File: src/spmm_params_pkg.sv
package spmm_params_pkg;

    // matrix size, also the nonzero count of one job
    localparam int N = 16;

    // element width, all arithmetic wraps at this width
    localparam int W = 8;

    // column index width
    localparam int IDX_W = $clog2(N);

    // one extra bit so a row end can reach N
    localparam int END_W = IDX_W + 1;

    // rows moved per transfer cycle, on both load and drain
    localparam int BLOCK_ROWS = 4;

    // transfer cycles per matrix
    localparam int NUM_BLOCKS = N / BLOCK_ROWS;

    // segmented scan depth
    localparam int NUM_LEVELS = $clog2(N);

    // accepting edge to first output block
    // decode, multiply, scan levels, gather, drain
    localparam int PIPE_LATENCY = NUM_LEVELS + 4;

endpackage

File: src/spmm_types_pkg.sv
package spmm_types_pkg;

    import spmm_params_pkg::*;

    // one matrix element
    typedef logic [W-1:0] data_t;

    // column of a nonzero
    typedef logic [IDX_W-1:0] col_idx_t;

    // cumulative row end, 0 to N
    typedef logic [END_W-1:0] row_end_t;

    // one full matrix row, element c is column c
    typedef data_t [N-1:0] dense_row_t;

    // load transfer, four rows per cycle
    typedef dense_row_t [BLOCK_ROWS-1:0] rhs_block_t;

    // held right-hand matrix, indexed by row
    typedef dense_row_t [N-1:0] rhs_matrix_t;

    // compressed-row sparse job
    // nonzero k has values[k] and cols[k]
    // row r ends before row_ends[r]
    typedef struct packed {
        data_t    [N-1:0] values;
        col_idx_t [N-1:0] cols;
        row_end_t [N-1:0] row_ends;
    } lhs_job_t;

    // what moves through the scan levels
    // one lane per nonzero, each lane spans all output columns
    typedef struct packed {
        dense_row_t [N-1:0] lanes;
        logic       [N-1:0] heads;
        row_end_t   [N-1:0] row_ends;
    } scan_frame_t;

    // full product, row r at index r
    typedef dense_row_t [N-1:0] result_t;

    // drain transfer, four rows per cycle
    typedef dense_row_t [BLOCK_ROWS-1:0] out_block_t;

endpackage

File: src/job_decode.sv
module job_decode
    import spmm_params_pkg::*, spmm_types_pkg::*;
(
    input  logic           clock,
    input  logic           reset,
    input  logic           lhs_start,
    input  lhs_job_t       lhs_job,
    input  logic           rhs_loaded,
    output logic           lhs_ready,
    output logic           job_valid,
    output lhs_job_t       job,
    output logic [N-1:0]   heads
);

    logic [$clog2(NUM_BLOCKS)-1:0] pace;
    logic                          accept;
    logic [N-1:0]                  head_next;

    // one job per drain window, so the drain is always free in time
    assign lhs_ready = rhs_loaded && (pace == '0);
    assign accept    = lhs_start && lhs_ready;

    // a lane opens a segment at 0 or wherever some row ends
    // empty rows just repeat a row end and mark nothing new
    always_comb begin
        head_next    = '0;
        head_next[0] = 1'b1;
        for (int k = 1; k < N; k++) begin
            for (int r = 0; r < N; r++) begin
                if (lhs_job.row_ends[r] == END_W'(k)) begin
                    head_next[k] = 1'b1;
                end
            end
        end
    end

    always_ff @(posedge clock or posedge reset) begin
        if (reset) begin
            pace      <= '0;
            job_valid <= 1'b0;
        end else begin
            job_valid <= accept;
            if (accept) begin
                // hold off for the rest of the window
                pace <= $clog2(NUM_BLOCKS)'(NUM_BLOCKS - 1);
            end else if (pace != '0) begin
                pace <= pace - 1'b1;
            end
        end
    end

    // job and its segment flags move together
    always_ff @(posedge clock) begin
        if (accept) begin
            job   <= lhs_job;
            heads <= head_next;
        end
    end

endmodule

File: config.mk
export PLATFORM = sky130hd
export DESIGN_NAME = job_decode
export DESIGN_NICKNAME = d
export VERILOG_FILES = /design/src/spmm_params_pkg.sv /design/src/spmm_types_pkg.sv /design/src/job_decode.sv
export SDC_FILE = /design/constraint.sdc
export NUM_CORES = 1
export LEC_CHECK = 0
export BUFFER_PORTS_ARGS = -buffer_cell sky130_fd_sc_hd__buf_2
export CORE_AREA = 8 8 212 214
export DETAILED_ROUTE_END_ITERATION = 8
export DIE_AREA = 0 0 220 222
export PLACE_DENSITY = 0.55
export SETUP_SLACK_MARGIN = 0.3
export SLEW_MARGIN = 20
export SYNTH_ARGS = -nofsm -noshare
export SYNTH_HDL_FRONTEND = slang
export SYNTH_SLANG_ARGS = --single-unit
File: constraint.sdc
create_clock -name clock -period 6.55 [get_ports clock]
set_input_delay 1.965 -clock clock [delete_from_list [all_inputs] [get_ports clock]]
set_output_delay 1.965 -clock clock [all_outputs]
set_load 0.005 [all_outputs]
==> results <==
- The flow ran to the end, and the final reports show no timing, DRC or antenna violations.
- From bottom edge to top edge, the die measures 222 um.
- The wire-length estimate of the detail-placed layout is 43900 um.
- The type of element capturing the critical path is an output port.
- The count of clock tree sinks is 290.
- The maximum count of clock buffers along a single path is 3.
- The flip-flop and latch count after synthesis is 290.
- Walking the worst path, the cells encountered are buf_2 > and2_4 > buf_2.
- The tool flagged a number of max-cap violations equal to 0.
- The switching power is 1.18 mW.
- The number of enable flip-flop cells after synthesis is 287.
- The share of the Yosys chip area taken by registers is 80.4%.
- The worst path uses 65.7% of the clock period.
- The mapped cell area is 0.0108 mm^2.
- After layout, the worst setup slack is 2.25 ns.
- Before CTS, the worst setup slack after placement is 2.24 ns.
- The Yosys step of the flow raised 0 warnings.
- The worst hold path passes through 2 cells.
- In this run the tool buffered the top-level ports with 564 buffer cells.
- In this run switching power makes up 23.9% of total power.
- The kind of cell with the highest combined delay on the critical path is buffers and inverters.
- Summing over every cut layer, the via total after detailed routing is 8781.
- The average footprint of a synthesized cell is 17.5 um^2.
- The final layout contains routed wiring with a total length of 52900 um.
- During I/O placement, the number of pins put on the boundary was 566.
- The tightest min-delay check is of the reg -> reg type.
- The floorplan die area is 0.0488 mm^2.
- The H-tree depth is 2.
- The library cell contributing the largest single delay on the critical path is and2_4.
- The TritonCTS clock tree is built.
- The total buffers and inverters traversed by the critical path is 2.
- The relative max-transition margin is 30.8%.
- The number of antenna violations at the first check in global routing is 21.
- Entering global routing, the biggest net connects 108 pins.
- The most numerous cell type found on the critical path is buf_2.
- The dominant cell by count in the synthesized netlist is edfxtp_1.
- After clock tree synthesis, the flow added hold-fix buffers numbering 0.
- The number of global-route vias before repair is 9201.
- Once layout is done, the placed cells without fillers occupy 0.0156 mm^2.
- The synthesis-to-finish area growth is 44.4%.
- The clock slew seen by the registers of the worst setup and hold paths is 0.06 ns.
- The instance count on the critical path is 3.
- The critical path is of the in -> out type.
- Setup total negative slack on the finished layout was measured at 0 ns.
- In this run the post-CTS setup repair buffer count came out at 0.
- The width of the die is 220 um.
- The kind of start point of the critical path is an input port.
- On the worst path, the slowest cell contributes a delay of 0.16 ns.
- The max-slew violation count is 0.
- The end of the critical path is lhs_ready.
- After filler insertion, the fill cell instance count of the layout stands at 4059.
- The wire length of the first global-routing pass is 70600 um.
- The number of detailed-routing iterations run before antenna repair is 5.
- The net count of the mapped netlist is 895.
- Of all cell types, the one taking the most synthesized area is edfxtp_1.
- The proportion of register bits with asynchronous set or reset after synthesis is 1.03%.
- The leakage power summed over all cells is 6.07 nW.
- The cell-internal power is 3.75 mW.
- The clock buffer count from CTS is 35.
- The final weighted congestion of routability-driven global placement is 0.966.
- Dividing total power by cell area gives a power density of 316 mW/mm^2.
- The critical path required time is 4.59 ns.
- The insertion delay to the later sink of the worst-skew pair is 0.52 ns.
- The net count of the finished layout is 1494.
- Summing all multi-input logic gate instances after layout gives 0.00208 mm^2.
- The register-to-register setup slack is 3.81 ns.
- The number of gates resized after cts is 0.
- The share of total power dissipated in the clock network is 41.9%.
- The effective utilization at floorplan is 26.1%.
- The clock skew is 0.0145 ns.
- The wire length per cell is 29.5 um.
- The actual slew at the worst max-slew pin is 1.04 ns.
- Ranked by instance count, the synthesized netlist is headed by edfxtp_1 (287), o22ai_1 (82), nand2b_1 (32).
- The data arrival time at the worst-slack endpoint is 2.34 ns.
- The post-layout minimum cycle time is 4.30 ns.
- The worst voltage drop across the vdd grid is 198 uV.
- The sequential cells in the finished layout cover a total of 0.00869 mm^2.
- The placeable core area is 0.0415 mm^2.
- Ranked by total cell area, the synthesized netlist is headed by edfxtp_1 (80%), o22ai_1 (4.7%), or3b_1 (1.9%).
- Derived from the worst setup path, the maximum achievable clock frequency is 232 MHz.
- The tree is rooted in a clkbuf_16.
- In this run the critical register-to-register path is captured at job[173]$_DFFE_PP_.
- After detailed routing, the number of remaining DRC violations is 0.
- The most critical setup path has its startpoint at rhs_loaded.
- The placement row count is 75.
- The setup violation total in the final timing report is 0.
- After synthesis, the largest area contributor takes up 79.7% of total cell area.
- The post-route antenna net violation count is 0.
- The number of distinct library cells after synthesis is 30.
- The reg-to-reg critical path startpoint is pace[0]$_DFFE_PP0P_.
- The share of power burned in registers is 46.5%.
- The standard cell area after detailed placement is 0.0144 mm^2.
- The share of post-route cells with drive strength above 1 is 51.8%.
- Global routing finished with a remaining overflow of 0.
- The number of hold violations in the final report is 0.
- The average vias per placed instance is 4.90.
- The predominant post-synthesis flop cell is edfxtp_1.
- The number of design-rule violations left by the first detailed-router iteration is 860.
- Setup repair after global routing left no endpoint under its margin.
- Across every metal layer, demand over resource in global routing totals 20.5%.
- The highest net fanout along the worst path is 2.
- Of the total power, combinational logic draws 11.7%.
- The number of cells on the worst reg-to-reg path is 6.
- After technology mapping, the gate count stands at 618.
[placed cells by master (no fill, tap or decap), drive strengths merged, types with 4 or more instances in the layout]
cell and count:
buf 567, edfxtp 287, o22ai 82, clkbuf 41, nand2b 32, or3b 31, nor2 25, nor3 25
nand2 24, o32ai 23, nor4 18, nand3b 17, or3 15, clkinv 12, nand3 9, diode 8
bufinv 7, inv 6, or2 4
[area by class of cell]
class                      count  area share, %
sequential                   290           55.7
timing repair buffer         567           18.5
multi-input combinational    318           13.3
clock buffer                  41           5.89
tap                          539           4.32
clock inverter                23           2.04
inverter                       5          0.144
antenna                        8          0.128
[flip-flops by register name, indices dropped and copies added, names as in the netlist]
register,flops
heads,15
job,272
pace,2
job_valid,1
[per-layer routing]
| layer | track usage [%] | vias up | wire, um |
|---|---|---|---|
| li1 | - | 3782 | - |
| met1 | 20.2 | 4298 | 17200 |
| met2 | 38.8 | 564 | 28400 |
| met3 | 6.63 | 135 | 5120 |
| met4 | 7.72 | 2 | 2100 |
| met5 | 0 | - | 13 |
[through the flow]
step	std cells	hold WS (ns)	total power, mW	utilization (%)
3_3_place_gp	1719	0.505	2.91	34.6
5_1_grt	1787	0.541	5.12	37.6
6_report	1791	0.519	4.93	37.6
4_1_cts	1783	0.518	5.01	37.6
3_5_place_dp	1719	0.501	2.91	34.6
2_1_floorplan	618	0.481	2.56	-
[worst min-delay path by stage]
stage                               end  slack, ns           startpoint
finish              pace[0]$_DFFE_PP0P_       0.52  pace[0]$_DFFE_PP0P_
detailed placement  pace[0]$_DFFE_PP0P_       0.50  pace[0]$_DFFE_PP0P_
CTS                 pace[0]$_DFFE_PP0P_       0.52  pace[0]$_DFFE_PP0P_
global placement    pace[0]$_DFFE_PP0P_       0.51  pace[0]$_DFFE_PP0P_
floorplan           pace[0]$_DFFE_PP0P_       0.48  pace[0]$_DFFE_PP0P_
global route        pace[0]$_DFFE_PP0P_       0.54  pace[0]$_DFFE_PP0P_
[worst min-delay path: cells and delay by family, from the launching register on]
| kind | cells | cell delay [ns] |
|---|---|---|
| xor gates and xnor gates | 1 | 0.07 |
| and+or+nand+nor | 1 | 0.06 |
| DFF | 1 | 0.36 |
[power by group through the flow]
| stage | combinational (mW) | clock [mW] | sequential [mW] |
|---|---|---|---|
| after floorplan | 0.175 | 0 | 2.38 |
| after global placement | 0.584 | 0 | 2.33 |
| after detailed placement | 0.584 | 0 | 2.33 |
| after CTS | 0.584 | 2.13 | 2.29 |
| after global routing | 0.623 | 2.19 | 2.31 |
| final | 0.576 | 2.07 | 2.29 |
[cell families after synthesis]
logic type	count (synthesis)	synth area share, %
adders and majority gates	1	0.116
and+or+nand+nor	204	11.3
other	1	0.0347
xor gates and xnor gates	1	0.0810
DFF	290	80.4
muxes	1	0.0926
AOI/OAI and AO/OA	110	7.53
buffers and inverters	10	0.451
Power figures use the tool's default switching activity.
